[src/uv_pkg.sv]
// Shared types for the chroma intra-mode decision block
// Geometry, mode and state encodings, packed payload structs

package uv_pkg;

    // ------------------------------------------------------------
    // Block geometry
    // ------------------------------------------------------------
    localparam int uv_pix_num   = 32;
    localparam int uv_plane_num = 16;
    localparam int uv_planes    = 2;
    localparam int uv_side      = 4;

    // Evaluation order follows the encoding
    typedef enum logic [1:0] {
        mode_dc = 2'd0,
        mode_tm = 2'd1,
        mode_v  = 2'd2,
        mode_h  = 2'd3
    } uv_mode_e;

    typedef enum logic [2:0] {
        st_idle,
        st_pred,
        st_recon,
        st_score,
        st_comp,
        st_done
    } uv_state_e;

    // U in pixels 0..15, V in 16..31, raster order
    typedef struct packed {
        logic [uv_pix_num-1:0][7:0] pix;
    } uv_block_t;

    typedef struct packed {
        logic [uv_pix_num-1:0][8:0] lvl;
    } uv_levels_t;

    typedef struct packed {
        logic [uv_side-1:0][7:0] top_u;
        logic [uv_side-1:0][7:0] top_v;
        logic [uv_side-1:0][7:0] left_u;
        logic [uv_side-1:0][7:0] left_v;
        logic [7:0]              tl_u;
        logic [7:0]              tl_v;
    } uv_edges_t;

    typedef struct packed {
        logic [15:0] lambda;
        logic [2:0]  qshift;
        logic [15:0] cost_dc;
        logic [15:0] cost_tm;
        logic [15:0] cost_v;
        logic [15:0] cost_h;
    } uv_cfg_t;

    typedef struct packed {
        uv_mode_e    mode;
        uv_block_t   recon;
        uv_levels_t  levels;
        logic [1:0]  nz;
        logic [47:0] score;
    } uv_result_t;

    // Saturate to the 8-bit pixel range
    function automatic logic [7:0] uv_clip(input int v);
        if (v < 0) begin
            return 8'd0;
        end else if (v > 255) begin
            return 8'd255;
        end
        return 8'(v);
    endfunction

endpackage

[src/uv_score.sv]
// Rate-distortion scorer for one chroma candidate
// Walks the 32 pixels serially, then applies the cost formula

`timescale 1ns/1ps

module uv_score
    import uv_pkg::*;
(
    input  logic        clk,
    input  logic        rst_n,
    input  logic        rec_valid,
    input  uv_block_t   src,
    input  uv_block_t   recon,
    input  uv_levels_t  levels,
    input  logic [15:0] lambda,
    input  logic [15:0] fixed_cost,
    output logic [47:0] score,
    output logic        score_valid
);

    logic [4:0]  pix_cnt;
    logic        busy;
    logic        active;
    logic [20:0] sse_acc;
    logic [12:0] lvl_acc;
    logic [7:0]  diff_abs;
    logic [15:0] err_sq;
    logic [8:0]  lvl_cur;
    logic [7:0]  lvl_abs;
    logic [20:0] sse_sum;
    logic [12:0] lvl_sum;
    logic [17:0] rate;
    logic [47:0] score_next;

    // Pixel 0 is taken in the rec_valid cycle itself
    assign active = rec_valid | busy;

    assign diff_abs = (src.pix[pix_cnt] >= recon.pix[pix_cnt]) ?
                      src.pix[pix_cnt] - recon.pix[pix_cnt] :
                      recon.pix[pix_cnt] - src.pix[pix_cnt];
    assign err_sq   = diff_abs * diff_abs;

    assign lvl_cur = levels.lvl[pix_cnt];
    assign lvl_abs = lvl_cur[8] ? 8'(~lvl_cur + 9'd1) : lvl_cur[7:0];

    assign sse_sum = sse_acc + 21'(err_sq);
    assign lvl_sum = lvl_acc + 13'(lvl_abs);

    // Rate is level sum times 16 plus the mode cost
    assign rate       = 18'({lvl_sum, 4'b0000}) + 18'(fixed_cost);
    assign score_next = 48'(rate) * 48'(lambda) + 48'({sse_sum, 8'h00});

    always_ff @(posedge clk or negedge rst_n) begin
        if (!rst_n) begin
            pix_cnt     <= '0;
            busy        <= 1'b0;
            sse_acc     <= '0;
            lvl_acc     <= '0;
            score_valid <= 1'b0;
        end else begin
            score_valid <= 1'b0;
            if (active) begin
                pix_cnt <= pix_cnt + 5'd1;
                if (pix_cnt == 5'd31) begin
                    busy        <= 1'b0;
                    sse_acc     <= '0;
                    lvl_acc     <= '0;
                    score_valid <= 1'b1;
                end else begin
                    busy    <= 1'b1;
                    sse_acc <= sse_sum;
                    lvl_acc <= lvl_sum;
                end
            end
        end
    end

    always_ff @(posedge clk) begin
        if (active && pix_cnt == 5'd31) begin
            score <= score_next;
        end
    end

endmodule

[config.mk]
export PLATFORM = sky130hd
export DESIGN_NAME = uv_score
export DESIGN_NICKNAME = d
export VERILOG_FILES = /design/src/uv_pkg.sv /design/src/uv_score.sv
export SDC_FILE = /design/constraint.sdc
export NUM_CORES = 1
export LEC_CHECK = 0
export BUFFER_PORTS_ARGS = -buffer_cell sky130_fd_sc_hd__buf_2
export CAP_MARGIN = 20
export CORE_AREA = 5 5 341 343
export DETAILED_ROUTE_END_ITERATION = 7
export DIE_AREA = 0 0 346 348
export GPL_TIMING_DRIVEN = 1
export REMOVE_ABC_BUFFERS = 1
export SYNTH_ARGS = -nofsm -noshare
export SYNTH_HDL_FRONTEND = slang
export SYNTH_SLANG_ARGS = --single-unit
[constraint.sdc]
create_clock -name clk -period 10.3 [get_ports clk]
set_input_delay 0.515 -clock clk [delete_from_list [all_inputs] [get_ports clk]]
set_output_delay 0.515 -clock clk [all_outputs]
set_load 0.05 [all_outputs]
==> impl_metrics.ini <==
[finish]
final_common_cell = buf_2
area_growth_pct = 47.2
nets = 4756
fin_cells = 4967
layout_common_cells = 870 x buf_2, 392 x inv_1, 366 x buf_4, 278 x fa_1, 216 x mux4_2
post_route_cells_drive_above_1_share_pct = 50.3
nFillCells = 11800
fin_area_sq_um = 34000

[logic_synthesis]
synth-seq-cells = 76
ys.flop_type = dfrtp_1
yosysSeqAreaShare_pct = 9.00
syn_avg_cell_area_sq_um = 10.3
synth_cell_types = 70
ys_warn_count = 0
synth-edff-count = 35
async_reset_ff_share_pct = 53.9
netlist_instances = 2246
syn-cell-area_sq_um = 23100

[sta]
rsz0062_at_grt = yes
post-route-min-period_ns = 11.00
final.setup.tns_ns = -9.58
finalCritPeriodShare_pct = 107
max-slew-margin-rel_pct = 42.9
hold_violations = 0
max_freq_ghz = 0.0909
report.final.slew_viol_count = 0
worstMarginPinSlew_ns = 0.856
fin_skew_ns = 0.0109
timing.final.ws_setup_ns = -0.697
setup_viol = 19

[detailed_routing]
drtPass1Iterations = 5
wl_um = 115000
vias = 22500
drt_iter0_drc = 1083
wl_per_cell_um = 23.1
viasPerCell = 4.53
drc_errors = 0
drt.antenna.violating_nets = 0

[die]
fp.dieH_um = 348
dieArea_sq_um = 120000
die_x_um = 346
start_util_pct = 20.4
ioPinCount = 884
coreArea_sq_um = 113000
placementRows = 124

[cts]
hold_buffers = 0
cts-buffers-inserted = 9
cts_tree = yes
h-tree-depth = 3
cts_root_buf = clkbuf_16
path_clk_slew_ns = 0.08
clk_latency_ns = 0.39
cts_max_path_buffers = 2
clkSinkCount = 76

[worst_setup_path]
critPathKind = reg -> reg
path_buf_inv = 13
crit_arrival_ns = 11.15
crit_cells = 49
end_kind = flop
reg2reg_depth = 49
critPathMostFrequentCell = fa_1
path_delay_family = adder cells
cp_max_fo = 6
cp_data_required_time_ns = 10.45
slowest_delay_ns = 0.51
start_kind = flop
crit_slowest_cell = fa_1

[global_routing]
grt_pass1_wl_um = 163000
grt_pass1_vias = 24700
gr-total-overflow = 0
antenna_found_initial = 35
grt_max_degree = 42
track_usage_pct = 18.3

[placed_design]
detailedPlace.worstSlack_ns = -1.24
io_buffers = 870
gp_congestion = 0.904
dp.cells = 4885
hpwlAfterDp_um = 99900
placed_area_sq_um = 31900

[run_status]
status = complete, but fails checks
violations = negative setup slack

[hold_path]
hp-class = in -> async

[job]
cap_violations = 0
-- state kept, by name, indices dropped and copies added (netlist names) --
register / count
pix_cnt: 5
busy: 1
lvl_acc: 13
score_valid: 1
score: 35
sse_acc: 21
-- metal layers --
layer	share of wire (%)	GRT usage, %	routed length [um]
met1	41	22.8	46600
met2	50	32.3	57100
met3	6.9	3.82	7890
met4	2.4	4.46	2780
met5	0.16	0	189
-- cell families (layout without fill, tap and decap cells) --
family | count (synthesis) | in the layout | synth area share [%]
XOR/XNOR | 81 | 81 | 3.08
other | 1 | 18 | 0.0163
flip-flops | 76 | 76 | 9.00
adder cells (fa/ha/maj) | 476 | 476 | 35.2
buffers and inverters | 545 | 1737 | 9.82
AND/OR/NAND/NOR | 496 | 496 | 10.6
AO/OA/AOI/OAI | 289 | 289 | 8.35
multiplexers | 282 | 282 | 24.0
-- metrics by stage --
stage / util [%] / hold slack (ns)
after global routing: 30.0 / 0.288
after global placement: 28.2 / 0.467
after CTS: 29.5 / 0.267
after detailed placement: 28.2 / 0.477
after floorplan: - / 0.219
final: 30.0 / 0.236
-- cell type report --
type	instances	area [sq um]	share of cell area, %
clock inverter	6	50.0	0.147
sequential	76	2100	6.17
inverter	419	1580	4.64
tap	1512	1890	5.57
multi-input combinational	1637	19800	58.3
clock buffer	10	239	0.704
timing repair buffer	1302	8300	24.4
antenna	5	12.5	0.0368
-- what timing repair did --
item	in CTS	in global routing
setup endpoints to repair	21	23
hold endpoints to repair	0	0
setup buffers	46	13
cloned	6	1
pin swaps	104	82
resized for setup	163	101
-- path summary, 6_finish.rpt --
| check | start | slack [ns] | endpoint |
|---|---|---|---|
| max | pix_cnt[0] | -0.70 | score[27] |
| min | rst_n | 0.24 | pix_cnt[0] |
| max reg2reg | pix_cnt[0] | -0.70 | score[27] |
| min reg2reg | sse_acc[0] | 0.49 | sse_acc[0] |
| max in group asynchronous | rst_n | 9.45 | pix_cnt[3] |
| min in group clk | sse_acc[0] | 0.49 | sse_acc[0] |
-- synth_stat cells, drive strengths merged (5+ instances only) --
cell type | count | area share, %
o21bai | 7 | 0.23
xnor2 | 62 | 2.4
o21ai | 56 | 1.3
clkbuf | 56 | 0.91
o22ai | 9 | 0.24
and3 | 9 | 0.24
inv | 418 | 6.8
buf | 70 | 2.1
nand4 | 9 | 0.24
a211oi | 14 | 0.46
mux2 | 10 | 0.49
o221ai | 7 | 0.27
xor2 | 19 | 0.72
a22oi | 11 | 0.36
dfrtp | 41 | 4.4
or2 | 9 | 0.24
o211ai | 9 | 0.29
a21oi | 70 | 1.5
mux2i | 56 | 2.4
nand2 | 197 | 3.2
a21boi | 5 | 0.16
ha | 189 | 10
nor3 | 9 | 0.20
nor2b | 20 | 0.54
o31ai | 9 | 0.29
nor2 | 64 | 1.0
and2 | 136 | 3.7
a22o | 24 | 0.91
a31oi | 15 | 0.41
nand3 | 14 | 0.30
nand2b | 17 | 0.46
fa | 287 | 25
a21o | 27 | 0.88
mux4 | 216 | 21
edfxtp | 35 | 4.6
Power is not shown: default switching activity piles up to over one toggle a cycle in this logic, so the estimate is an artifact.
