## src/uv_pkg.sv

```systemverilog
// Shared types for the chroma intra-mode decision block
// Geometry, mode and state encodings, packed payload structs

package uv_pkg;

    // ------------------------------------------------------------
    // Block geometry
    // ------------------------------------------------------------
    localparam int uv_pix_num   = 32;
    localparam int uv_plane_num = 16;
    localparam int uv_planes    = 2;
    localparam int uv_side      = 4;

    // Evaluation order follows the encoding
    typedef enum logic [1:0] {
        mode_dc = 2'd0,
        mode_tm = 2'd1,
        mode_v  = 2'd2,
        mode_h  = 2'd3
    } uv_mode_e;

    typedef enum logic [2:0] {
        st_idle,
        st_pred,
        st_recon,
        st_score,
        st_comp,
        st_done
    } uv_state_e;

    // U in pixels 0..15, V in 16..31, raster order
    typedef struct packed {
        logic [uv_pix_num-1:0][7:0] pix;
    } uv_block_t;

    typedef struct packed {
        logic [uv_pix_num-1:0][8:0] lvl;
    } uv_levels_t;

    typedef struct packed {
        logic [uv_side-1:0][7:0] top_u;
        logic [uv_side-1:0][7:0] top_v;
        logic [uv_side-1:0][7:0] left_u;
        logic [uv_side-1:0][7:0] left_v;
        logic [7:0]              tl_u;
        logic [7:0]              tl_v;
    } uv_edges_t;

    typedef struct packed {
        logic [15:0] lambda;
        logic [2:0]  qshift;
        logic [15:0] cost_dc;
        logic [15:0] cost_tm;
        logic [15:0] cost_v;
        logic [15:0] cost_h;
    } uv_cfg_t;

    typedef struct packed {
        uv_mode_e    mode;
        uv_block_t   recon;
        uv_levels_t  levels;
        logic [1:0]  nz;
        logic [47:0] score;
    } uv_result_t;

    // Saturate to the 8-bit pixel range
    function automatic logic [7:0] uv_clip(input int v);
        if (v < 0) begin
            return 8'd0;
        end else if (v > 255) begin
            return 8'd255;
        end
        return 8'(v);
    endfunction

endpackage

```

## src/uv_pred.sv

```systemverilog
// Chroma intra predictor
// Builds the DC, TM, V or H pattern for U and V and registers it

`timescale 1ns/1ps

module uv_pred
    import uv_pkg::*;
(
    input  logic       clk,
    input  logic       rst_n,
    input  logic       pred_go,
    input  uv_mode_e   mode_sel,
    input  uv_edges_t  edges,
    input  logic [9:0] mb_x,
    input  logic [9:0] mb_y,
    output uv_block_t  pred,
    output logic       pred_valid
);

    logic [uv_planes-1:0][uv_side-1:0][7:0] top_p;
    logic [uv_planes-1:0][uv_side-1:0][7:0] left_p;
    logic [uv_planes-1:0][7:0]              tl_p;
    logic [uv_planes-1:0][7:0]              dc_p;
    logic                                   has_top;
    logic                                   has_left;
    uv_block_t                              pred_next;

    // Average of whichever edges exist at this position
    function automatic logic [7:0] dc_value(
        input logic [uv_side-1:0][7:0] top,
        input logic [uv_side-1:0][7:0] left,
        input logic                    use_top,
        input logic                    use_left
    );
        logic [10:0] sum_top;
        logic [10:0] sum_left;
        sum_top  = '0;
        sum_left = '0;
        for (int k = 0; k < uv_side; k++) begin
            sum_top  = sum_top + 11'(top[k]);
            sum_left = sum_left + 11'(left[k]);
        end
        if (use_top && use_left) begin
            return 8'((sum_top + sum_left + 11'd4) >> 3);
        end else if (use_top) begin
            return 8'((sum_top + 11'd2) >> 2);
        end else if (use_left) begin
            return 8'((sum_left + 11'd2) >> 2);
        end
        return 8'd128;
    endfunction

    assign has_top  = (mb_y != 10'd0);
    assign has_left = (mb_x != 10'd0);

    // Index 0 is U, index 1 is V
    assign top_p  = {edges.top_v, edges.top_u};
    assign left_p = {edges.left_v, edges.left_u};
    assign tl_p   = {edges.tl_v, edges.tl_u};

    assign dc_p[0] = dc_value(edges.top_u, edges.left_u, has_top, has_left);
    assign dc_p[1] = dc_value(edges.top_v, edges.left_v, has_top, has_left);

    always_comb begin
        int idx;
        pred_next = '0;
        for (int p = 0; p < uv_planes; p++) begin
            for (int r = 0; r < uv_side; r++) begin
                for (int c = 0; c < uv_side; c++) begin
                    idx = p * uv_plane_num + r * uv_side + c;
                    case (mode_sel)
                        mode_dc: pred_next.pix[idx] = dc_p[p];
                        mode_tm: pred_next.pix[idx] = uv_clip(int'(left_p[p][r])
                                     + int'(top_p[p][c]) - int'(tl_p[p]));
                        mode_v:  pred_next.pix[idx] = top_p[p][c];
                        default: pred_next.pix[idx] = left_p[p][r];
                    endcase
                end
            end
        end
    end

    always_ff @(posedge clk or negedge rst_n) begin
        if (!rst_n) begin
            pred_valid <= 1'b0;
        end else begin
            pred_valid <= pred_go;
        end
    end

    always_ff @(posedge clk) begin
        if (pred_go) begin
            pred <= pred_next;
        end
    end

endmodule

```

## config.mk

```make
export PLATFORM = sky130hd
export DESIGN_NAME = uv_pred
export DESIGN_NICKNAME = d
export VERILOG_FILES = /design/src/uv_pkg.sv /design/src/uv_pred.sv
export SDC_FILE = /design/constraint.sdc
export NUM_CORES = 2
export LEC_CHECK = 0
export BUFFER_PORTS_ARGS = -buffer_cell sky130_fd_sc_hd__buf_2
export CORE_MARGIN = 1
export CORE_UTILIZATION = 66
export CTS_BUF_LIST = sky130_fd_sc_hd__clkbuf_2
export DETAILED_ROUTE_END_ITERATION = 8
export GPL_ROUTABILITY_DRIVEN = 0
export PLACE_DENSITY = 0.91
export SLEW_MARGIN = 20
export SYNTH_ARGS = -nofsm -noshare
export SYNTH_HDL_FRONTEND = slang
export SYNTH_SLANG_ARGS = --single-unit
```

## constraint.sdc

```tcl
create_clock -name clk -period 1.1 [get_ports clk]
set_clock_uncertainty 0.05 [all_clocks]
set_input_delay 0.11 -clock clk [delete_from_list [all_inputs] [get_ports clk]]
set_output_delay 0.11 -clock clk [all_outputs]
set_load 0.03 [all_outputs]
```

==> results.md, run 1 <==
- Status: stopped before the end
- Failing step: clock tree synthesis (4_1_cts)
- Stop err: [ERROR DPL-0038] Utilization greater than 100%, impossible to legalize
- Synth warn: 0
- Mean cell area of the mapped netlist: roughly 9.0 µm²
- Num rows: about 80
- Clock H-tree levels: 3
- CTS Sinks: between 200 and 300
- Die Ht: about 230 µm
- IO Port Bufs: about 430
- Post-synthesis sequential area ratio: 0.230
- Ports: 426
- Syn Nets: about 4.6k
- CTS buffer count: 70
- Yosys top cell by area: edfxtp_1
- DP HPWL: ~160,000 µm
- Initial core utilization: 0.669
- Distinct cells, synth: 81
- FFs w/ async S/R, synth: 0.00389
- Die W: around 230 µm
- Mapped Cells: between 3k and 4k
- Post-Syn Area: 33,500 µm²
- CTS root buf: clkbuf_2
- Number of enable flip-flop cells after synthesis: 256
- Post-synthesis register bit count: approximately 260
- Synth area leaders: edfxtp_1, fa_1, ha_1, inv_1, o21ai_0
- CTS hold repair buffers: 250
- Post-CTS sizing: 361
- CTS Buffer Depth: 3
- DP Area: between 40,000 and 50,000 µm²
- Ys flop type: edfxtp_1
- Setup Buffers After CTS: 73
- Post-synth top area share: 0.230
synth_stat cells, drive strengths merged (7+ instances only):
master  count
o22ai      28
nand3     157
nand4     129
ha        336
nor4       22
mux2i      24
inv       741
a211oi     15
clkbuf     33
o21ai     360
and3       11
o211ai     26
a21o       62
nor3       34
a221oi     10
buf        10
xor2       58
xnor2     156
nand2     188
or2        21
o21bai     19
or3        12
and2       22
a21boi     10
nor2b      75
nor2      197
fa        320
a22oi       9
a41o       19
a21oi     203
edfxtp    256
nand2b     31
o21a       43
a311oi      7
cells by family after synthesis:
logic type	synth area share
muxes	0.00886
AOI/OAI and AO/OA	0.162
and+or+nand+nor	0.137
DFF	0.230
buffers and inverters	0.0884
adders and majority gates	0.317
xor gates and xnor gates	0.0560
through the flow:
step | setup slack (ps) | util | instances | hold slack, ps | setup TNS (ps)
floorplan | -3440 | - | 3739 | -236 | -788720
detailed placement | -4260 | 0.902 | 5838 | -163 | -982950
global placement | -3730 | 0.902 | 5838 | -166 | -896690
==> run 2, diff against run 1 <==
CORE_UTILIZATION = 40   (was 66)
CTS_BUF_LIST = unset   (was sky130_fd_sc_hd__clkbuf_2)
PLACE_DENSITY = unset   (was 0.91)
PLACE_DENSITY_LB_ADDON = 0.15   (was unset)
==> results.md, run 2 <==
- Status: complete, but fails checks
- Violated checks: hold timing, setup timing
- Via total after detailed routing: about 36k
- Worst Hold Class: in2reg
- # fillers: slightly below 7k
- Final Max Slew Viols: 0
- Most frequent cells in the layout: buf_4, inv_1, o21ai_0, fa_1, ha_1
- Number of enable flip-flop cells after synthesis: 256
- Setup crit start kind: input port
- Tot Pwr: around 120,000 µW
- DP Area: approximately 46,000 µm²
- Final core occ: 0.631
- Ys flop type: edfxtp_1
- Slew @ Worst Pin: 916 ps
- Largest Register: pred
- Fin worst setup slack: -3250 ps
- CTS Buffer Depth: 3
- Hold WS: -2.41 ps
- Worst Path Arrival: 4650 ps
- Non-Filler Instances: 6,535
- GRT Total Usage: 0.351
- IO Port Bufs: approximately 430
- WP data required: ~1400 ps
- Setup-failing EPs final: a little over 500
- DRC errors left: 0
- Power Density: between 2000 and 2500 nW/µm²
- RSZ-0062 raised after global routing: yes
- Wire per inst: between 20 and 25 µm
- Post-synthesis register bit count: between 200 and 300
- Initial drt markers: 2,879
- Die W: about 300 µm
- Clock Pin Slew Worst Setup and Hold Paths: roughly 60 ps
- Clock H-tree levels: 1
- Initial core utilization: 0.406
- Post-Syn Area: roughly 33,000 µm²
- Final worst path period share: 3.96
- Largest net degree at the start of global routing: 30
- First-pass GRT wire length: between 200,000 and 250,000 µm
- Yosys top cell by area: edfxtp_1
- Ports: about 430
- Post-synth top area share: 0.230
- Mapped Cells: around 3.7k
- Initial antenna violation count: 3
- VDD IR max: between 0.0015 and 0.002 V
- GR Util met3: 0.0428
- Synth warn: 0
- Mean cell area of the mapped netlist: between 8 and 9 µm²
- Fin area: between 50,000 and 60,000 µm²
- GR Layer Usage met2: 0.630
- Share of layout cells above drive strength 1: 0.363
- Placed insts: about 6.3k
- Crit path from: edges[121]
- Final min period: roughly 4400 ps
- CP endpoint kind: register
- CTS buffer count: 31
- CTS tree: built
- Top flop regs: pred: 256 flops, pred_valid: 1 flops
- FFs w/ async S/R, synth: 0.00389
- Leak: 0.0256 µW
- Max-Cap Viols: 0
- Most frequent cell after synthesis: inv_1
- CTS Sinks: 257
- Max reg flops: around 260
- Distinct cells, synth: 81
- CTS root buf: clkbuf_16
- Crit Path Max Fanout: 8
- Most Crowded Layer GR: met2
- Synth area leaders: edfxtp_1, fa_1, ha_1, inv_1, o21ai_0
- Area of the core: just over 80,000 µm²
- Delay of the slowest critical-path stage: between 500 and 600 ps
- Total Wirelength: about 150,000 µm
- Vias in the first global route: about 36k
- Setup CP Type: in2reg
- Hold_sp: edges[22]
- Critical-path top delay cell: fa_1
- Vias per inst: between 5 and 6
- Die ar.: 84,900 µm²
- Syn Nets: around 4.6k
- Routed Antenna Nets: 0
- First-pass DRT Iterations: 6
- Met1 usage in global routing: 0.393
- Most common cell after layout, fill and taps aside: buf_4
- Max-Slew Margin vs Limit: 0.387
- Area grow syn2layout: 55.6%
- Post-synth top cells: inv_1, o21ai_0, ha_1
- DP HPWL: between 100,000 and 150,000 µm
- CP cell instances: buf_8, clkinvlp_4, fa_1, fa_1, inv_1, ha_2, fa_2, a211o_1, a21oi_2, nor2_4, ha_1, ha_4, a21o_1, a21oi_4, o21ai_4, o31ai_2, xor2_1, a21oi_4, o21ai_4, nand4_1
- Post-synthesis sequential area ratio: 0.230
- Num rows: ~110
- Layout Nets: roughly 6.3k
- Max Fclk: 230 MHz
- Grt ovf: 0
- Final Hold Viols: 1
- Die Ht: between 200 and 300 µm
==> run 2: logic make-up (layout without fill, tap and decap cells) <==
logic type | after synthesis | after routing | synth area share
AO/OA/AOI/OAI | 886 | 887 | 0.162
other | 0 | 3 | 0
buffers and inverters | 784 | 2505 | 0.0884
AND/OR/NAND/NOR | 913 | 914 | 0.137
multiplexers | 29 | 29 | 0.00886
adder cells (fa/ha/maj) | 656 | 656 | 0.317
flip-flops | 257 | 257 | 0.230
XOR/XNOR | 214 | 214 | 0.0560
==> run 2: stage by stage <==
step	setup WS [ps]	TNS (ps)
2_1_floorplan	-3440	-788720
4_1_cts	-3120	-796170
6_report	-3250	-805130
3_5_place_dp	-4000	-925640
5_1_grt	-3330	-829460
3_3_place_gp	-3950	-914340
==> run 2: area by class of cell <==
cell class,instances,area [µm²],share of cell area
sequential,257,7710,0.148
clock buffer,38,802,0.0154
inverter,741,2870,0.0551
tap,1070,1340,0.0257
antenna,3,7.51,0.000144
timing repair buffer,1709,14500,0.279
multi-input combinational,2700,24600,0.473
clock inverter,17,225,0.00432
==> run 2: repair_timing <==
| item | in CTS | in global routing |
|---|---|---|
| buffers inserted | 23 | 27 |
| resized for setup | 693 | 128 |
| hold endpoints to repair | 272 | 0 |
| gates cloned | 4 | 1 |
| pin swaps | 92 | 65 |
| endpoints found under the setup margin | 513 | 513 |
| hold buffers | 113 | 0 |
==> run 2: final timing paths <==
check	endpoint	slack [ps]	cells after the start
setup / recovery	pred[103]	-3250	20
hold / removal	pred[158]	-2	5
max in group asynchronous	pred_valid	650	3
min in group asynchronous	pred_valid	250	3
==> run 2: worst max-delay path: cells and delay by family <==
kind            cells  cell delay, ps
fa+ha+maj           6            2250
compound gates      8            1510
xor+xnor            1             280
simple gates        2             250
buf+inv             3             230
==> run 2: power breakdown <==
part	internal, µW	leakage [µW]	switching (µW)
logic	43300	0.0226	48400
clock network	6310	0.000500	4620
registers	17400	0.00250	2820
total	67000	0.0256	55800
==> run 2: metal layers <==
layer	vias up	part of all wire
li1	16300	-
met1	17400	0.35
met2	1702	0.50
met3	483	0.067
met4	0	0.076
met5	-	0
No activity file was read; power rests on OpenSTA's default activity.
