## src/uv_pkg.sv

```systemverilog
// Shared types for the chroma intra-mode decision block
// Geometry, mode and state encodings, packed payload structs

package uv_pkg;

    // ------------------------------------------------------------
    // Block geometry
    // ------------------------------------------------------------
    localparam int uv_pix_num   = 32;
    localparam int uv_plane_num = 16;
    localparam int uv_planes    = 2;
    localparam int uv_side      = 4;

    // Evaluation order follows the encoding
    typedef enum logic [1:0] {
        mode_dc = 2'd0,
        mode_tm = 2'd1,
        mode_v  = 2'd2,
        mode_h  = 2'd3
    } uv_mode_e;

    typedef enum logic [2:0] {
        st_idle,
        st_pred,
        st_recon,
        st_score,
        st_comp,
        st_done
    } uv_state_e;

    // U in pixels 0..15, V in 16..31, raster order
    typedef struct packed {
        logic [uv_pix_num-1:0][7:0] pix;
    } uv_block_t;

    typedef struct packed {
        logic [uv_pix_num-1:0][8:0] lvl;
    } uv_levels_t;

    typedef struct packed {
        logic [uv_side-1:0][7:0] top_u;
        logic [uv_side-1:0][7:0] top_v;
        logic [uv_side-1:0][7:0] left_u;
        logic [uv_side-1:0][7:0] left_v;
        logic [7:0]              tl_u;
        logic [7:0]              tl_v;
    } uv_edges_t;

    typedef struct packed {
        logic [15:0] lambda;
        logic [2:0]  qshift;
        logic [15:0] cost_dc;
        logic [15:0] cost_tm;
        logic [15:0] cost_v;
        logic [15:0] cost_h;
    } uv_cfg_t;

    typedef struct packed {
        uv_mode_e    mode;
        uv_block_t   recon;
        uv_levels_t  levels;
        logic [1:0]  nz;
        logic [47:0] score;
    } uv_result_t;

    // Saturate to the 8-bit pixel range
    function automatic logic [7:0] uv_clip(input int v);
        if (v < 0) begin
            return 8'd0;
        end else if (v > 255) begin
            return 8'd255;
        end
        return 8'(v);
    endfunction

endpackage

```

## src/uv_cost_regs.sv

```systemverilog
// Configuration registers for the chroma mode decision
// Lambda, quantizer shift and the four fixed mode costs

`timescale 1ns/1ps

module uv_cost_regs
    import uv_pkg::*;
(
    input  logic        clk,
    input  logic        rst_n,
    input  logic        cfg_wr,
    input  logic [2:0]  cfg_addr,
    input  logic [15:0] cfg_data,
    output uv_cfg_t     cfg
);

    always_ff @(posedge clk or negedge rst_n) begin
        if (!rst_n) begin
            cfg.lambda  <= 16'd1;
            cfg.qshift  <= 3'd2;
            cfg.cost_dc <= 16'd302;
            cfg.cost_tm <= 16'd984;
            cfg.cost_v  <= 16'd439;
            cfg.cost_h  <= 16'd642;
        end else if (cfg_wr) begin
            case (cfg_addr)
                3'd0: cfg.lambda  <= cfg_data;
                3'd1: cfg.qshift  <= cfg_data[2:0];
                3'd2: cfg.cost_dc <= cfg_data;
                3'd3: cfg.cost_tm <= cfg_data;
                3'd4: cfg.cost_v  <= cfg_data;
                3'd5: cfg.cost_h  <= cfg_data;
                // Addresses 6 and 7 are unmapped
                default: ;
            endcase
        end
    end

endmodule

```

## config.mk

```make
export PLATFORM = sky130hd
export DESIGN_NAME = uv_cost_regs
export DESIGN_NICKNAME = d
export VERILOG_FILES = /design/src/uv_pkg.sv /design/src/uv_cost_regs.sv
export SDC_FILE = /design/constraint.sdc
export NUM_CORES = 1
export LEC_CHECK = 0
export ABC_CLOCK_PERIOD_IN_PS = 2370
export BUFFER_PORTS_ARGS = -buffer_cell sky130_fd_sc_hd__buf_2
export CAP_MARGIN = 20
export CORE_MARGIN = 2
export CORE_UTILIZATION = 54
export CTS_BUF_LIST = sky130_fd_sc_hd__clkbuf_16
export CTS_CLUSTER_DIAMETER = 50
export DETAILED_ROUTE_END_ITERATION = 6
export HOLD_SLACK_MARGIN = 0.1
export PLACE_DENSITY = 0.89
export SYNTH_ARGS = -nofsm -noshare
export SYNTH_HDL_FRONTEND = slang
export SYNTH_SLANG_ARGS = --single-unit
```

## constraint.sdc

```tcl
create_clock -name clk -period 2.37 [get_ports clk]
set_clock_uncertainty 0.2 [all_clocks]
set_input_delay 0.237 -clock clk [delete_from_list [all_inputs] [get_ports clk]]
set_output_delay 0.237 -clock clk [all_outputs]
set_load 0.01 [all_outputs]
```

==> flow_summary.yaml, run 1 <==
setup_path:
  required_ps: 2370
  arrival_ps: 1470
  endpoint_kind: "register"
  critPathLaunchType: "input port"
  path_class: "input port to register"
  critPathMaxFanout: 16
synthesis:
  synth-seq-cells: 83
  synth_top_family_by_area: "multiplexers"
  synth_simple_gate_area_share_pct: 2.84
  yosysSeqAreaShare_pct: 65.5
  synth_compound_area_share_pct: 0
  synth.distinct_cells: 10
  synthAdderAreaFrac_pct: 0
  synth_top_cell_by_area: "dfrtp_1"
  syn-num-nets: 202
  synth_area_sq_um: 3210
  syn_area_per_cell_sq_um: 17.9
  muxShareOfSynthArea_pct: 29.1
  synth_top_area_share_pct: 46.7
  yosys_warnings: 0
  synth-xor-area-share_pct: 0
  syn-instance-count: 180
  ys_top_cells_by_area: "dfrtp_1 47%, mux2_2 29%, dfstp_2 19%"
route:
  vias: 2007
  antenna_left: 0
  drc: 0
  wl_per_cell_um: 17.4
  dr.pass1.iters: 4
  drt_iter0_markers: 101
  vias_per_cell: 5.17
  drt-total-wl_um: 6770
final_layout:
  nets: 330
  largest_reg_flops: 83
  nFillCells: 376
  top_register: "cfg"
  n_antenna_cell: 0
  syn_to_final_growth_pct: 33.0
  reg_top3: "cfg x83"
  layoutNonFillerInstCount: 388
  drive_gt1_share_pct: 74.1
power:
  total_power_mw: 4.28
  switchingPower_mw: 1.10
  p_seq_share_pct: 45.4
  p_clk_share_pct: 32.9
  switching_share_pct: 25.7
  peakVddDrop_uv: 612
  p_comb_share_pct: 21.7
  total_leakage_power_nw: 2.02
  p_per_area_nw_per_um2: 1000
  p_int_mw: 3.18
floorplan:
  core-area_sq_um: 5850
  die_w_um: 81.1
  die_h_um: 81.1
  dieArea_sq_um: 6580
  row_count: 28
  start_util_pct: 54.9
  io_pins: 105
grt:
  overflow: 0
  grt_max_degree: 50
  antenna_found_initial: 0
  gr-usage-all-layers_pct: 21.9
  grt_pass1_vias: 1994
  grt_pass1_wl_um: 10500
place:
  hpwlAfterDp_um: 4580
  gp_congestion: 0.792
  io_buffers: 104
  dp.cells: 355
  preCtsSetupSlack_ps: 589
timing:
  rsz0062_at_grt: "false"
  relSlewSlack_pct: 59.1
  worstMarginPinSlew_ps: 611
  setup_viol: 0
  max_freq_mhz: 682
  whs_ps: 198
  hold_violations: 0
  final-max-slew-violation-count: 0
  setup_tns_ps: 0
  setup_ws_ps: 903
  period_needed_ps: 1470
  period_share_pct: 61.9
cts:
  htree_levels: 3
  numCtsBuffers: 9
  clkSinkCount: 83
  cts_tree: "yes"
  clk_pin_slew_ps: 60
  clk_latency_ps: 320
  root_buffer: "clkbuf_16"
  post_cts_buffers: 0
  cts_resized: 0
  ctsLongestPathBuffers: 2
  cts_hold_buf: 17
outcome:
  outcome: "complete, no violations"
flow_run:
  drv_cap: 0
min_path:
  hold_class: "input port to asynchronous set/reset pin"
## power by group through the flow
stage                     combinational (mW)  clock (mW)  sequential [mW]
final                                  0.929        1.41             1.95
after global routing                    1.00        1.51             1.98
after CTS                              0.941        1.44             1.94
after detailed placement               0.915           0             1.96
after global placement                 0.886           0             1.95
after floorplan                        0.305           0             2.12
## cells in the final DEF (no fill, tap or decap)
cell / count
clkinvlp_4: 2
inv_1: 3
buf_4: 4
nor4b_4: 1
nand4b_2: 2
dfstp_2: 23
mux2_1: 1
clkbuf_16: 9
dfrtp_1: 60
bufinv_16: 2
buf_12: 1
mux2_2: 82
and4bb_2: 3
dlygate4sd3_1: 17
buf_2: 103
## stage by stage
step           instance area (sq um)  util, %
2_1_floorplan                   3210        -
3_3_place_gp                    3790     64.8
3_5_place_dp                    3790     64.8
4_1_cts                         4270     73.0
5_1_grt                         4270     73.0
6_report                        4270     73.0
## routing by layer
metal	wire, um	up-vias	GRT usage (%)
met4	89	0	9.66
li1	-	910	-
met5	0	-	0
met2	3760	47	38.5
met1	2680	1042	26.5
met3	240	8	3.67
## cell type report
cell class	instances	area [sq um]	area share, %
flip-flops and latches	83	2110	49.3
multi-input cells	89	1030	24.0
repair buffers	125	736	17.2
clock buffers	9	225	5.27
well taps	75	93.8	2.20
clock inverters	7	86.3	2.02
## worst max-delay path, stage by stage
cell and delay (ps):
buf_2 140, nand4b_2 600, mux2_2 480
## synth_stat cells, drive strengths merged
cell type	n
nor4b	1
and4bb	3
dfrtp	60
dfstp	23
mux2	83
buf	8
nand4b	2
## worst paths after layout
path | startpoint | to | slack, ps | depth (start not counted)
setup / recovery | cfg_addr[1] | cfg[15] | 900 | 3
hold / removal | rst_n | cfg[68] | 200 | 2
setup reg to reg | cfg[45] | cfg[45] | 1390 | 1
hold reg to reg | cfg[69] | cfg[69] | 290 | 1
max in group asynchronous | rst_n | cfg[21] | 1110 | 3
min in group clk | cfg_wr | cfg[47] | 260 | 3
## cell families (layout without fill, tap and decap cells)
logic type,after synthesis,after routing
flip-flops,83,83
AND/OR/NAND/NOR,6,6
multiplexers,83,83
buffers and inverters,8,141
Power figures use the tool's default switching activity.
==> run 2: changes to the inputs <==
==> config.mk (replaced) <==
export PLATFORM = sky130hd
export DESIGN_NAME = uv_cost_regs
export DESIGN_NICKNAME = d
export VERILOG_FILES = /design/src/uv_pkg.sv /design/src/uv_cost_regs.sv
export SDC_FILE = /design/constraint.sdc
export NUM_CORES = 1
export LEC_CHECK = 0
export ABC_CLOCK_PERIOD_IN_PS = 1300
export BUFFER_PORTS_ARGS = -buffer_cell sky130_fd_sc_hd__buf_2
export CAP_MARGIN = 20
export CORE_MARGIN = 2
export CORE_UTILIZATION = 45
export CTS_BUF_LIST = sky130_fd_sc_hd__clkbuf_16
export CTS_CLUSTER_DIAMETER = 50
export DETAILED_ROUTE_END_ITERATION = 6
export HOLD_SLACK_MARGIN = 0.1
export PLACE_DENSITY = 0.8
export SYNTH_ARGS = -nofsm -noshare
export SYNTH_HDL_FRONTEND = slang
export SYNTH_SLANG_ARGS = --single-unit
==> constraint.sdc (replaced) <==
create_clock -name clk -period 1.3 [get_ports clk]
set_clock_uncertainty 0.2 [all_clocks]
set_input_delay 0.13 -clock clk [delete_from_list [all_inputs] [get_ports clk]]
set_output_delay 0.13 -clock clk [all_outputs]
set_load 0.01 [all_outputs]
==> flow_summary.yaml, run 2 (synthesis gave the netlist of run 1 again) <==
outcome:
  outcome: "finished, violations left"
  violations: "hold timing, setup timing"
timing:
  hold_violations: 10
  rsz0062_at_grt: "true"
  setup_tns_ps: -38.2
  period_needed_ps: 1310
  worstMarginPinSlew_ps: 210
  relSlewSlack_pct: 85.9
  max_freq_mhz: 761
  period_share_pct: 101
  setup_ws_ps: -14.2
  setup_viol: 7
  whs_ps: -10.1
  final-max-slew-violation-count: 0
cts:
  clk_latency_ps: 330
  cts_hold_buf: 17
  cts_tree: "yes"
  root_buffer: "clkbuf_16"
  htree_levels: 3
  clk_pin_slew_ps: 60
  ctsLongestPathBuffers: 2
  clkSinkCount: 83
  numCtsBuffers: 9
place:
  preCtsSetupSlack_ps: -188
  hpwlAfterDp_um: 4820
  dp.cells: 384
  placed_area_sq_um: 4020
  gp_congestion: 0.696
  io_buffers: 104
final_layout:
  final_area_sq_um: 4680
  multi_input_area_sq_um: 1100
  largest_reg_flops: 83
  final_common_cell: "buf_2"
  seqCellArea_sq_um: 2110
  n_antenna_cell: 0
  fin_util_pct: 68.1
  top_register: "cfg"
  reg_top3: "cfg x83"
  nFillCells: 480
  drive_gt1_share_pct: 75.2
  layout_common_cells: "80 x buf_2, 62 x mux2_2, 60 x dfrtp_1"
  layoutNonFillerInstCount: 422
  nets: 343
  syn_to_final_growth_pct: 45.5
setup_path:
  critPathTopFamily: "flip-flops"
  crit_buf_inv: 1
  crit_chain: "buf_6"
  timing.rr.end: "cfg[51]"
  arrival_ps: 980
  cpPeakStageDelay_ps: 550
  endpoint_kind: "output port"
  crit_slowest_cell: "dfstp_2"
  ff2ff_path_depth: 2
  required_ps: 970
  r2r_start: "cfg[51]"
  critPathLaunchType: "register"
  path_class: "register to output port"
  critPathMaxFanout: 2
  r2r_slack_ps: 270
route:
  wl_per_cell_um: 17.3
  antenna_left: 0
  vias: 2065
  drt-total-wl_um: 7320
  drc: 0
  vias_per_cell: 4.89
  drt_iter0_markers: 63
  dr.pass1.iters: 4
power:
  p_per_area_nw_per_um2: 1770
  total_leakage_power_nw: 2.20
  total_power_mw: 8.26
  peakVddDrop_uv: 869
floorplan:
  start_util_pct: 46.8
  die_h_um: 88.5
  core-area_sq_um: 6870
  io_pins: 105
  row_count: 30
  dieArea_sq_um: 7830
  die_w_um: 88.5
grt:
  antenna_found_initial: 0
  grt_pass1_wl_um: 11300
  grt_pass1_vias: 2193
  gr-usage-all-layers_pct: 19.6
  overflow: 0
  grt_max_degree: 38
flow_run:
  drv_cap: 0
min_path:
  hold_class: "input port to asynchronous set/reset pin"
## run 2: cell types whose count changed in the layout (fill, tap and decap cells not counted), sizes merged
cell and delta:
inv -2, buf +13, clkinv +3, clkinvlp -1
## run 2: area by class of cell
type,instances,area share [%]
Sequential cell,83,45.0
Multi-Input combinational cell,89,23.5
Timing Repair Buffer,138,22.2
Clock buffer,9,4.82
Tap cell,96,2.57
Clock inverter,7,1.79
## run 2: repair_timing
item	in CTS	in global routing
resized for setup	23	0
buffers inserted	5	0
setup endpoints to repair	23	23
endpoints found under the hold margin	166	11
cloned	0	0
## run 2: metal layers
| layer | part of all wire (%) | up-vias | global-route usage [%] |
|---|---|---|---|
| li1 | - | 931 | - |
| met1 | 43 | 1031 | 24.4 |
| met2 | 48 | 87 | 31.1 |
| met3 | 7.5 | 16 | 6.44 |
| met4 | 2.3 | 0 | 8.95 |
| met5 | 0 | - | 0 |
## run 2: worst reg2reg max path, stage by stage, from the launching register on
cell     delay [ps]
dfstp_2         530
buf_4           100
mux2_2          140
## run 2: worst max path at each step
stage	from	end	slack (ps)	cells after the start
after floorplan	cfg_addr[0]	cfg[68]	-210	4
after global placement	cfg_addr[2]	cfg[63]	-160	4
after detailed placement	cfg_addr[1]	cfg[76]	-190	4
after CTS	cfg[16]	cfg[16]	-30	1
after global routing	cfg[16]	cfg[16]	-30	1
final	cfg[16]	cfg[16]	-10	1
## run 2: power breakdown
group / leakage [nW] / switching (mW) / total, mW / internal [mW]
combinational: 1.09 / 0.819 / 2.01 / 1.19
sequential: 0.962 / 0.338 / 3.61 / 3.27
clock: 0.152 / 0.977 / 2.63 / 1.66
==> run 3: changes to the inputs <==
--- a/config.mk
+++ b/config.mk
@@ -14,7 +14,8 @@
 export CTS_CLUSTER_DIAMETER = 50
 export DETAILED_ROUTE_END_ITERATION = 6
 export HOLD_SLACK_MARGIN = 0.1
-export PLACE_DENSITY = 0.8
+export MAX_ROUTING_LAYER = met4
+export PLACE_DENSITY = 0.76
 export SYNTH_ARGS = -nofsm -noshare
 export SYNTH_HDL_FRONTEND = slang
 export SYNTH_SLANG_ARGS = --single-unit
==> flow_summary.yaml, run 3 (synthesis gave the netlist of run 1 again) <==
final_layout:
  final_common_cell: "buf_2"
  layout_common_cells: "80 x buf_2, 62 x mux2_2, 60 x dfrtp_1"
  fin_util_pct: 67.0
  nets: 339
  multi_input_area_sq_um: 1100
  reg_top3: "cfg x83"
  seqCellArea_sq_um: 2110
  syn_to_final_growth_pct: 43.3
  largest_reg_flops: 83
  drive_gt1_share_pct: 74.2
  nFillCells: 504
  n_antenna_cell: 0
  layoutNonFillerInstCount: 418
  top_register: "cfg"
power:
  total_leakage_power_nw: 2.18
  peakVddDrop_uv: 1010
  total_power_mw: 7.73
  p_per_area_nw_per_um2: 1680
route:
  vias: 2023
  drt-total-wl_um: 6960
  drc: 0
  drt_iter0_markers: 69
  antenna_left: 0
  vias_per_cell: 4.84
  dr.pass1.iters: 2
  wl_per_cell_um: 16.7
timing:
  worstMarginPinSlew_ps: 256
  relSlewSlack_pct: 83.0
  final-max-slew-violation-count: 0
  whs_ps: 125
  period_share_pct: 99.8
  max_freq_mhz: 771
  rsz0062_at_grt: "true"
  hold_violations: 0
  setup_viol: 0
  period_needed_ps: 1300
grt:
  grt_pass1_vias: 2110
  overflow: 0
  gr-usage-all-layers_pct: 19.4
  antenna_found_initial: 0
  grt_max_degree: 48
  grt_pass1_wl_um: 10900
cts:
  clkSinkCount: 83
  htree_levels: 3
  cts_tree: "yes"
  root_buffer: "clkbuf_16"
  ctsLongestPathBuffers: 2
  numCtsBuffers: 9
  clk_pin_slew_ps: 60
  clk_latency_ps: 320
setup_path:
  required_ps: 970
  r2r_start: "cfg[21]"
  cpPeakStageDelay_ps: 540
  arrival_ps: 970
  critPathLaunchType: "register"
  critPathTopFamily: "flip-flops"
  cp.depth: 1
  worstSetupEndpoint: "cfg[41]"
  crit_buf_inv: 1
  r2r_slack_ps: 270
  crit_start: "cfg[41]"
  ff2ff_path_depth: 2
  critPathMaxFanout: 2
  path_class: "register to output port"
  crit_slowest_cell: "dfstp_2"
  endpoint_kind: "output port"
  timing.rr.end: "cfg[21]"
  crit_chain: "buf_6"
place:
  dp.cells: 383
  gp_congestion: 0.703
  io_buffers: 104
  hpwlAfterDp_um: 4690
outcome:
  outcome: "complete, no violations"
floorplan:
  dieArea_sq_um: 7830
  core-area_sq_um: 6870
  die_w_um: 88.5
  row_count: 30
  start_util_pct: 46.8
  die_h_um: 88.5
  io_pins: 105
min_path:
  hold_class: "input port to asynchronous set/reset pin"
flow_run:
  drv_cap: 0
## run 3: cell types whose count changed in the layout (fill, tap and decap cells not counted), sizes merged
cell      before  now
inv            1    3
bufinv         2    0
buf          121  117
clkinvlp       1    0
clkinv         3    4
## run 3: metal layers
metal | vias to the layer above | GRT usage, % | part of all wire (%)
li1 | 927 | - | -
met1 | 1005 | 26.7 | 47
met2 | 78 | 28.6 | 45
met3 | 13 | 4.48 | 5.8
met4 | 0 | 6.61 | 1.7
met5 | - | - | 0
## run 3: worst min-delay path by stage
stage | start | end | slack [ps] | cells after the start
2_1_floorplan | rst_n | cfg[0] | -370 | 0
3_3_place_gp | rst_n | cfg[26] | -80 | 2
3_5_place_dp | rst_n | cfg[77] | -70 | 2
4_1_cts | rst_n | cfg[26] | 130 | 3
5_1_grt | rst_n | cfg[26] | 150 | 3
6_report | rst_n | cfg[26] | 130 | 3
## run 3: metrics by stage
stage / setup WS [ps] / cell area (sq um) / TNS (ps)
floorplan: -215 / 3300 / -4450
global placement: -161 / 4020 / -7600
detailed placement: -178 / 4020 / -9110
CTS: -10.4 / 4600 / -19.2
global route: -21.2 / 4600 / -283
finish: 3.11 / 4600 / 0
## run 3: what timing repair did
action                                 CTS  global route
buffers inserted                         2             0
setup endpoints to repair               23            23
hold buffers                            17             0
resized for setup                       23             0
endpoints found under the hold margin  166             0
## run 3: layout make-up
| class | instances | area share, % |
|---|---|---|
| Multi-Input combinational cell | 89 | 23.9 |
| Tap cell | 96 | 2.61 |
| Clock inverter | 7 | 0.625 |
| Clock buffer | 9 | 4.89 |
| Sequential cell | 83 | 45.7 |
| Timing Repair Buffer | 134 | 22.2 |
## run 3: where the power goes
| part | leakage, nW | total [mW] | internal (mW) | switching [mW] |
|---|---|---|---|---|
| Combinational | 1.08 | 1.98 | 1.17 | 0.806 |
| Sequential | 0.962 | 3.60 | 3.27 | 0.327 |
| Clock | 0.138 | 2.15 | 1.25 | 0.904 |
