**config.mk**
```make
export PLATFORM = sky130hd
export DESIGN_NAME = uv_mode_ctrl
export DESIGN_NICKNAME = d
export VERILOG_FILES = /design/src/uv_pkg.sv /design/src/uv_mode_ctrl.sv
export SDC_FILE = /design/constraint.sdc
export NUM_CORES = 1
export LEC_CHECK = 0
export ABC_AREA = 1
export BUFFER_PORTS_ARGS = -buffer_cell sky130_fd_sc_hd__buf_2
export CAP_MARGIN = 20
export CORE_AREA = 2 2 508 510
export DETAILED_ROUTE_END_ITERATION = 6
export DIE_AREA = 0 0 510 512
export HOLD_SLACK_MARGIN = 0.05
export PLACE_DENSITY = 0.32
export SLEW_MARGIN = 20
export SYNTH_ARGS = -nofsm -noshare
export SYNTH_HDL_FRONTEND = slang
export SYNTH_SLANG_ARGS = --single-unit
```
**constraint.sdc**
```tcl
create_clock -name clk -period 37.6 [get_ports clk]
set_clock_uncertainty 0.15 [all_clocks]
set_input_delay 7.52 -clock clk [delete_from_list [all_inputs] [get_ports clk]]
set_output_delay 7.52 -clock clk [all_outputs]
set_load 0.005 [all_outputs]
```
**src/uv_pkg.sv**
```systemverilog
// Shared types for the chroma intra-mode decision block
// Geometry, mode and state encodings, packed payload structs

package uv_pkg;

    // ------------------------------------------------------------
    // Block geometry
    // ------------------------------------------------------------
    localparam int uv_pix_num   = 32;
    localparam int uv_plane_num = 16;
    localparam int uv_planes    = 2;
    localparam int uv_side      = 4;

    // Evaluation order follows the encoding
    typedef enum logic [1:0] {
        mode_dc = 2'd0,
        mode_tm = 2'd1,
        mode_v  = 2'd2,
        mode_h  = 2'd3
    } uv_mode_e;

    typedef enum logic [2:0] {
        st_idle,
        st_pred,
        st_recon,
        st_score,
        st_comp,
        st_done
    } uv_state_e;

    // U in pixels 0..15, V in 16..31, raster order
    typedef struct packed {
        logic [uv_pix_num-1:0][7:0] pix;
    } uv_block_t;

    typedef struct packed {
        logic [uv_pix_num-1:0][8:0] lvl;
    } uv_levels_t;

    typedef struct packed {
        logic [uv_side-1:0][7:0] top_u;
        logic [uv_side-1:0][7:0] top_v;
        logic [uv_side-1:0][7:0] left_u;
        logic [uv_side-1:0][7:0] left_v;
        logic [7:0]              tl_u;
        logic [7:0]              tl_v;
    } uv_edges_t;

    typedef struct packed {
        logic [15:0] lambda;
        logic [2:0]  qshift;
        logic [15:0] cost_dc;
        logic [15:0] cost_tm;
        logic [15:0] cost_v;
        logic [15:0] cost_h;
    } uv_cfg_t;

    typedef struct packed {
        uv_mode_e    mode;
        uv_block_t   recon;
        uv_levels_t  levels;
        logic [1:0]  nz;
        logic [47:0] score;
    } uv_result_t;

    // Saturate to the 8-bit pixel range
    function automatic logic [7:0] uv_clip(input int v);
        if (v < 0) begin
            return 8'd0;
        end else if (v > 255) begin
            return 8'd255;
        end
        return 8'(v);
    endfunction

endpackage

```
**src/uv_mode_ctrl.sv**
```systemverilog
// Mode decision controller
// Steps through DC, TM, V and H and keeps the lowest-scoring result

`timescale 1ns/1ps

module uv_mode_ctrl
    import uv_pkg::*;
(
    input  logic        clk,
    input  logic        rst_n,
    input  logic        start,
    input  uv_cfg_t     cfg,
    input  logic        pred_valid,
    input  logic        rec_valid,
    input  logic        score_valid,
    input  logic [47:0] score,
    input  uv_levels_t  levels,
    input  uv_block_t   recon,
    input  logic [1:0]  nz,
    output logic        pred_go,
    output uv_mode_e    mode_sel,
    output logic [15:0] fixed_cost,
    output uv_result_t  result,
    output logic        done
);

    uv_state_e  state;
    uv_mode_e   cur_mode;
    logic       first;
    logic [1:0] next_mode;
    logic       last_mode;
    logic       better;

    function automatic logic [15:0] cost_of(input uv_cfg_t c, input uv_mode_e m);
        case (m)
            mode_dc: return c.cost_dc;
            mode_tm: return c.cost_tm;
            mode_v:  return c.cost_v;
            default: return c.cost_h;
        endcase
    endfunction

    assign next_mode = mode_sel + 2'd1;
    assign last_mode = (cur_mode == mode_h);
    // Strict compare, so a tie keeps the earlier mode
    assign better    = first || (score < result.score);

    // ------------------------------------------------------------
    // Sequencing
    // ------------------------------------------------------------
    always_ff @(posedge clk or negedge rst_n) begin
        if (!rst_n) begin
            state      <= st_idle;
            pred_go    <= 1'b0;
            mode_sel   <= mode_dc;
            cur_mode   <= mode_dc;
            fixed_cost <= '0;
            first      <= 1'b0;
            done       <= 1'b0;
        end else begin
            case (state)
                st_idle: begin
                    if (start) begin
                        pred_go    <= 1'b1;
                        mode_sel   <= mode_dc;
                        cur_mode   <= mode_dc;
                        fixed_cost <= cfg.cost_dc;
                        first      <= 1'b1;
                        state      <= st_pred;
                    end
                end
                st_pred: begin
                    pred_go <= 1'b0;
                    if (pred_valid) begin
                        state <= st_recon;
                    end
                end
                st_recon: begin
                    if (rec_valid) begin
                        state <= st_score;
                    end
                end
                st_score: begin
                    if (score_valid) begin
                        state <= st_comp;
                        // Next prediction overlaps the compare cycle
                        if (!last_mode) begin
                            pred_go    <= 1'b1;
                            mode_sel   <= uv_mode_e'(next_mode);
                            fixed_cost <= cost_of(cfg, uv_mode_e'(next_mode));
                        end
                    end
                end
                st_comp: begin
                    pred_go <= 1'b0;
                    first   <= 1'b0;
                    if (last_mode) begin
                        done  <= 1'b1;
                        state <= st_done;
                    end else begin
                        cur_mode <= mode_sel;
                        state    <= st_pred;
                    end
                end
                st_done: begin
                    done  <= 1'b0;
                    state <= st_idle;
                end
                default: state <= st_idle;
            endcase
        end
    end

    // Candidate outputs stay stable through st_comp
    always_ff @(posedge clk) begin
        if (state == st_comp && better) begin
            result.mode   <= cur_mode;
            result.recon  <= recon;
            result.levels <= levels;
            result.nz     <= nz;
            result.score  <= score;
        end
    end

endmodule

```
==> summary.txt, run 1 <==
Critical path
  • CP Capture Type: register
  • Crit path top cell by count: nand2_1
  • Critical path launch point type: input port
  • CP Cell Sequence: buf_2 > ha_1 > a21oi_1 > nor2_1 > nor3_1 > nand2_1 > nand2_1 > nand2_1 > nand2_1 > nand2_1 > a21oi_4 > buf_4 > buf_4 > buf_4
  • Worst Setup SP: score[5]
  • Worst-path maximum fanout: a little over 70
  • Worst Setup Path Type: input port to register
  • Reg2reg start: result[5]
  • Crit path arrival time: about 12000 ps
  • CP required: 37790 ps
  • Max incr delay on CP: 860 ps
  • Slowest CP cell: buf_4

CTS
  • Clock transition at path regs: 60 ps
  • Deepest clock path buffer count: 3
  • CTS tree: yes
  • CTS H-tree depth: 3
  • Cts bufs inserted: 87
  • Clk_lat worst skew: 710 ps
  • PostCTS Resize Cnt: 0
  • Hold buffers post-CTS: 0
  • CTS root buf: clkbuf_16
  • Post-CTS Setup Inserts: 0
  • CTS Sinks: 622

Floorplan
  • Die Area: 261100 sq um
  • Boundary pin count: 1299
  • Rows: 186
  • Starting density of the core: 8.169%
  • Die Width: 510 microns
  • Placeable Area: approximately 260000 sq um
  • Die height: 512 microns

Synthesis
  • Yosys reg bits: 622
  • Synth cell types: 29
  • Yosys top cell by area: edfxtp_1
  • Synthesized instance count: 1040
  • Cell area after synthesis: 20890 sq um
  • Synth area leaders: edfxtp_1 86%, dfrtp_1 3.1%, ha_1 3.1%
  • Top cell type's share of synthesized area: 85.66%
  • Warnings, synthesis: 0
  • Syn nets: 1774
  • Seq/Total Area, Yosys: 88.77%
  • Synth Area per Inst: 20.09 sq um

Timing
  • Final setup viols: 0
  • Unrepaired setup endpoints after global routing: false
  • Fin. max-slew vios: 0
  • Tmin final: 11680 ps
  • Hold slack: roughly 340 ps
  • Max_slew headroom: 30.98%
  • Final TNS setup: 0 ps
  • Final hold violation count: 0
  • Worst-margin pin slew: 1035 ps
  • Top achievable clock speed: 85.60 MHz
  • Final period util: 31.07%
  • Setup slack after layout: 25920 ps

Power
  • Pwr Density: 61.36 nW/um^2
  • Tot Pwr: 2.119 mW
  • Peak VDD IR: roughly 0.037 mV
  • Pleak: 13.49 nW

Place
  • Placed cell count: between 5000 and 6000
  • DP HPWL: 140.2 mm
  • GP Congestion: 0.8779
  • I/O Buffers: 1279
  • Worst slack, placed: 25020 ps

Cells and area
  • Total area of sequential cells: 18550 sq um
  • Post-layout nets: about 3100
  • Multi-input combinational cell area: 1959 sq um
  • Area Growth Syn to Fin: 65.29%
  • Cell Count, Final, Fillers Out: between 5000 and 6000
  • Layout cells sized above 1: approximately three fifths
  • Filler cells: 28940

Global route
  • Vias in the first global route: 16110
  • Pin count of the biggest net entering global routing: 160
  • First-pass GRT wire length: 194.1 mm
  • Gr usage total: 11.92%
  • Initial antenna violation count: 192
  • Total gr overflow: 0

Job
  • Number of max-cap violations: 0

Status
  • Status: complete, no violations

Detailed routing
  • Via count: 15910
  • First drt pass iteration count: 5
  • Total routed wirelength: 162.1 mm
  • Per-cell routed wire length: between 20 and 30 microns
  • Vias per cell: 2.702
  • 1st-iter DRT viols: 958
  • Residual DRC: 0
  • Routed Antenna Nets: 0

Hold path
  • Hold Path Class: register to register
  • Min-delay src: cur_mode[0]
[registers in the layout, indices dropped and copies added, names as in the netlist]
| register | cells |
|---|---|
| mode_sel | 2 |
| fixed_cost | 16 |
| pred_go | 1 |
| first | 1 |
| cur_mode | 2 |
| state | 3 |
| done | 1 |
| result | 596 |
[cell type report]
| type | instances | area share [%] |
|---|---|---|
| Tap cell | 3384 | 12.26 |
| Sequential cell | 622 | 53.71 |
| Inverter | 80 | 0.8767 |
| Clock buffer | 107 | 6.735 |
| Timing Repair Buffer | 1289 | 18.79 |
| Multi-Input combinational cell | 323 | 5.674 |
| Antenna cell | 27 | 0.1956 |
| Clock inverter | 56 | 1.764 |
[routing by layer]
| metal | global-route usage [%] | vias to the layer above | wire [microns] |
|---|---|---|---|
| li1 | - | 6706 | - |
| met4 | 3.345 | 52 | 4782 |
| met5 | 0 | - | 351 |
| met1 | 11.20 | 7542 | 52370 |
| met2 | 19.68 | 1218 | 74790 |
| met3 | 9.533 | 389 | 29770 |
[placed cells by master, fill, tap and decap left out, types with 2 or more instances in the layout]
cell type	count
a21o_1	2
a21oi_1	38
a31oi_1	22
a31oi_2	10
buf_2	1279
buf_4	9
bufinv_16	8
clkbuf_1	16
clkbuf_16	90
clkinv_1	17
clkinv_16	4
clkinv_2	14
clkinv_4	2
clkinvlp_4	6
dfrtp_1	26
diode_2	27
edfxtp_1	596
ha_1	51
inv_1	76
inv_2	3
inv_4	2
inv_6	3
nand2_1	114
nand3_1	11
nand3_2	2
nand4_1	2
nor2_1	33
nor3_1	2
o21ai_0	25
o21ai_1	5
[synthesized netlist by cell type]
cell,n
clkbuf_1,7
inv_2,3
a21oi_1,39
buf_6,1
buf_12,1
nand2_2,1
o221ai_1,1
nand3_1,11
inv_4,1
a22oi_1,1
inv_1,76
nand4_1,2
nand2_1,114
a31oi_2,10
buf_1,1
dfrtp_1,26
nand3_2,2
buf_2,4
clkbuf_8,1
ha_1,51
edfxtp_1,596
o21ai_2,1
nor3_1,2
o21ai_0,25
nor2_1,33
nor2_2,1
o21ai_1,5
a21o_1,2
a31oi_1,22
[logic make-up (layout without fill, tap and decap cells)]
kind of cell	after synthesis	count (layout)	synth area share, %
buf+inv	95	1532	1.904
fa+ha+maj	51	51	3.054
compound gates	106	106	3.102
flops	622	622	88.77
simple gates	166	166	3.168
other cells	0	27	0
[final timing paths]
check	to	slack (ps)	cells past startpoint
worst max register to register	result[458]	32430	14
max in group asynchronous	first	30110	1
worst max-delay path	result[458]	25920	14
worst min-delay path	result[594]	340	0
worst min register to register	result[594]	340	0
min in group asynchronous	fixed_cost[14]	6690	1
[critical path, delay by kind of cell]
| family | cells | cell delay (ps) |
|---|---|---|
| fa+ha+maj | 1 | 310 |
| buf+inv | 4 | 2420 |
| compound gates | 2 | 750 |
| simple gates | 7 | 640 |
[through the flow]
stage | util, % | cell area, sq um
floorplan | - | 20900
global route | 13.49 | 34510
CTS | 13.48 | 34470
global placement | 12.33 | 31530
detailed placement | 12.33 | 31530
finish | 13.50 | 34540
[power by group]
| part | switching (mW) | internal, mW | total [mW] |
|---|---|---|---|
| sequential | 0.0289 | 0.869 | 0.898 |
| combinational | 0.245 | 0.109 | 0.354 |
| clock | 0.368 | 0.500 | 0.868 |
Power figures use the tool's default switching activity.
==> inputs of run 2 (changes only) <==
- ABC_AREA: 1 -> 0
- CORE_AREA: 2 2 508 510 -> 2 2 505 507
- DIE_AREA: 0 0 510 512 -> 0 0 507 509
- clock period: 37.6 -> 11.2 ns (I/O delays scaled with it)
==> run 2 against run 1 <==
Synthesized cell count shrank 8.7%. Die area shrank 1.2%. Sequential share of layout area grew 0.31 points. Routed wire length decreased by 10%. Setup slack worse by 20000 ps. Sequential power grew to 3.4 times the previous value. Critical path type unchanged. Sequential cell count stayed put. Largest power group unchanged. Register-to-register slack worse by 26000 ps. Power grew to 3.3 times the previous value. Core utilization is 0.081 points higher. Non-clock buffer count stayed put.
==> summary.txt, run 2 <==
Timing
  • Fin. max-slew vios: 0
  • Hold slack: 364.1 ps
  • Final hold violation count: 0
  • Final setup viols: 0
  • Tmin final: 5651 ps
  • Setup slack after layout: ~5500 ps
  • Final period util: 50.45%
  • Unrepaired setup endpoints after global routing: false
  • Worst-margin pin slew: 915.1 ps
  • Top achievable clock speed: 177.0 MHz
  • Final TNS setup: 0 ps
  • Max_slew headroom: 38.93%

Power
  • Pwr Density: just over 200 nW/um^2
  • Peak VDD IR: between 0.1 and 0.15 mV
  • Clock share of power: 41.9%
  • Sequential share of power: between 40% and 50%
  • Tot Pwr: just over 7 mW
  • Pleak: 13.27 nW
  • Int Pwr: 4.987 mW
  • Switch Pwr: a little over 2 mW
  • Sw Ratio: 29.16%
  • Part of the power in combinational logic: roughly 15%

Cells and area
  • Biggest regs: result x596, fixed_cost x16, state x3
  • Most common cell after layout, fill and taps aside: buf_2
  • Layout cells sized above 1: 59.88%
  • Final core utilization: 13.58%
  • Filler cells: 28570
  • Cell Count, Final, Fillers Out: 5774
  • Most flops, register: result
  • Post-route cell area: between 30000 and 40000 sq um
  • Post-layout nets: between 3000 and 4000
  • Flip-flop count of the largest register after layout: between 500 and 600
  • Most frequent cells in the layout: 1279 x buf_2, 596 x edfxtp_1, 87 x clkbuf_16, 54 x inv_1, 51 x ha_1
  • Area Growth Syn to Fin: 66.23%

Synthesis
  • Cell area after synthesis: between 20000 and 25000 sq um
  • Synth Area per Inst: 21.74 sq um
  • Syn nets: 1684
  • Synth cell types: 40
  • Yosys top cell by area: edfxtp_1
  • Dominant register cell in the synthesized netlist: edfxtp_1
  • Number of flops mapped to enable cells by yosys: 596
  • Commonest cells in the synthesized netlist: 596 x edfxtp_1, 54 x inv_1, 51 x ha_1
  • Count leader, synth: edfxtp_1
  • Warnings, synthesis: 0
  • Async set-reset flop share out of synthesis: 4.180%
  • Seq/Total Area, Yosys: 89.80%
  • Synth area leaders: edfxtp_1 87%, dfrtp_1 3.1%, ha_1 3.1%
  • Top cell type's share of synthesized area: approximately 87%
  • Synthesized instance count: 950
  • Yosys reg bits: between 600 and 700

Global route
  • Gr usage total: 10.77%
  • Total gr overflow: 0
  • Vias in the first global route: 15760
  • First-pass GRT wire length: roughly 180 mm
  • Initial antenna violation count: 148
  • Pin count of the biggest net entering global routing: 124

Floorplan
  • Boundary pin count: 1299
  • Starting density of the core: 8.171%
  • Placeable Area: 252800 sq um
  • Rows: 185
  • Die height: 509 microns
  • Die Area: 258100 sq um
  • Die Width: approximately 510 microns

Critical path
  • Slowest CP cell: buf_4
  • Worst Path Buf+Inv: 3
  • Worst-path maximum fanout: 94
  • Critical path launch point type: input port
  • Max incr delay on CP: roughly 790 ps
  • CP Cell Sequence: buf_2 > ha_1 > a2111oi_2 > nor4_1 > a2111oi_0 > o31a_1 > o221a_4 > buf_12 > buf_4
  • CP required: 11380 ps
  • CP Capture Type: register
  • Reg2Reg Depth: 9
  • Delay-heaviest family, CP: compound AO/OA/AOI/OAI gates
  • RR Endpoint: result[418]
  • Flop2flop setup slack: roughly 6800 ps
  • Reg2reg start: result[1]
  • Worst Setup Path Type: input port to register
  • Crit path arrival time: 5830 ps

CTS
  • CTS tree: yes
  • Deepest clock path buffer count: 3
  • Cts bufs inserted: 87
  • CTS H-tree depth: 3
  • CTS root buf: clkbuf_16
  • CTS Sinks: between 600 and 700
  • Hold buffers post-CTS: 0
  • Clk_lat worst skew: 730 ps
  • PostCTS Resize Cnt: 0
  • Clock transition at path regs: about 60 ps
  • Post-CTS Setup Inserts: 0

Place
  • Placed cell count: 5589
  • I/O Buffers: 1279
  • GP Congestion: 0.7933
  • DP HPWL: ~120 mm
  • Placement-stage cell area: 31320 sq um
  • Worst slack, placed: 4488 ps

Detailed routing
  • Vias per cell: 2.643
  • Per-cell routed wire length: between 20 and 30 microns
  • Via count: 15260
  • 1st-iter DRT viols: 944
  • Total routed wirelength: 145.2 mm
  • Residual DRC: 0
  • Routed Antenna Nets: 0
  • First drt pass iteration count: 5

Hold path
  • Hold Path Class: register to register
  • Min-delay src: pred_go
  • Min-Delay Endpoint: pred_go
  • Hold Path Stages: 1

Status
  • Status: complete, no violations

Job
  • Number of max-cap violations: 0
run 2: cell types whose count changed in the layout (fill, tap and decap cells not counted), moves of 6 or more:
cell | previous run | this run
clkinv_2 | 14 | 8
nand2_1 | 114 | 28
inv_1 | 76 | 54
a31oi_2 | 10 | 0
a22oi_1 | 1 | 32
clkinv_1 | 17 | 11
nand4_1 | 2 | 9
a31oi_1 | 22 | 1
inv_6 | 3 | 13
run 2: worst max-delay path by stage:
stage | from | end | slack (ps) | depth (start not counted)
6_report | score[1] | result[418] | 5550 | 9
5_1_grt | score[1] | result[214] | 5230 | 9
4_1_cts | score[1] | result[519] | 5330 | 9
3_5_place_dp | score[1] | result[218] | 4490 | 9
3_3_place_gp | score[1] | result[218] | 4470 | 9
2_1_floorplan | score[1] | result[0] | 2520 | 6
run 2: area by class of cell:
| cell class | instances | area (sq um) | share of cell area [%] |
|---|---|---|---|
| diodes | 25 | 62.56 | 0.1822 |
| well taps | 3366 | 4212 | 12.27 |
| clock buffers | 105 | 2245 | 6.537 |
| inverters | 54 | 202.7 | 0.5903 |
| clock inverters | 55 | 710.7 | 2.070 |
| multi-input cells | 258 | 1829 | 5.328 |
| flip-flops and latches | 622 | 18550 | 54.02 |
| repair buffers | 1289 | 6526 | 19.01 |
run 2: cells by family after synthesis:
family / share of synthesized area (%)
flip-flops: 89.80
AO/OA/AOI/OAI: 3.671
AND/OR/NAND/NOR: 2.054
buffers and inverters: 1.387
adder cells (fa/ha/maj): 3.089
run 2: worst reg2reg max path: cells and delay by family (launching register included):
| kind | cells | cell delay (ps) |
|---|---|---|
| AO/OA/AOI/OAI | 4 | 1750 |
| buffers and inverters | 3 | 1370 |
| flip-flops | 1 | 380 |
| adder cells (fa/ha/maj) | 1 | 230 |
| AND/OR/NAND/NOR | 1 | 100 |
run 2: per-layer routing:
metal,vias up,GRT usage (%),part of all wire [%]
li1,6517,-,-
met1,7233,10.09,33
met2,1126,17.88,47
met3,327,8.868,18
met4,56,2.649,2.8
met5,-,0,0.26
run 2: power groups by stage:
| stage | registers, mW | clock network [mW] | logic (mW) |
|---|---|---|---|
| final | 3.02 | 2.95 | 1.07 |
| after global routing | 3.05 | 3.17 | 1.20 |
| after CTS | 3.03 | 3.11 | 1.12 |
| after detailed placement | 3.07 | 0 | 1.12 |
| after global placement | 3.07 | 0 | 1.12 |
| after floorplan | 3.11 | 0 | 0.370 |
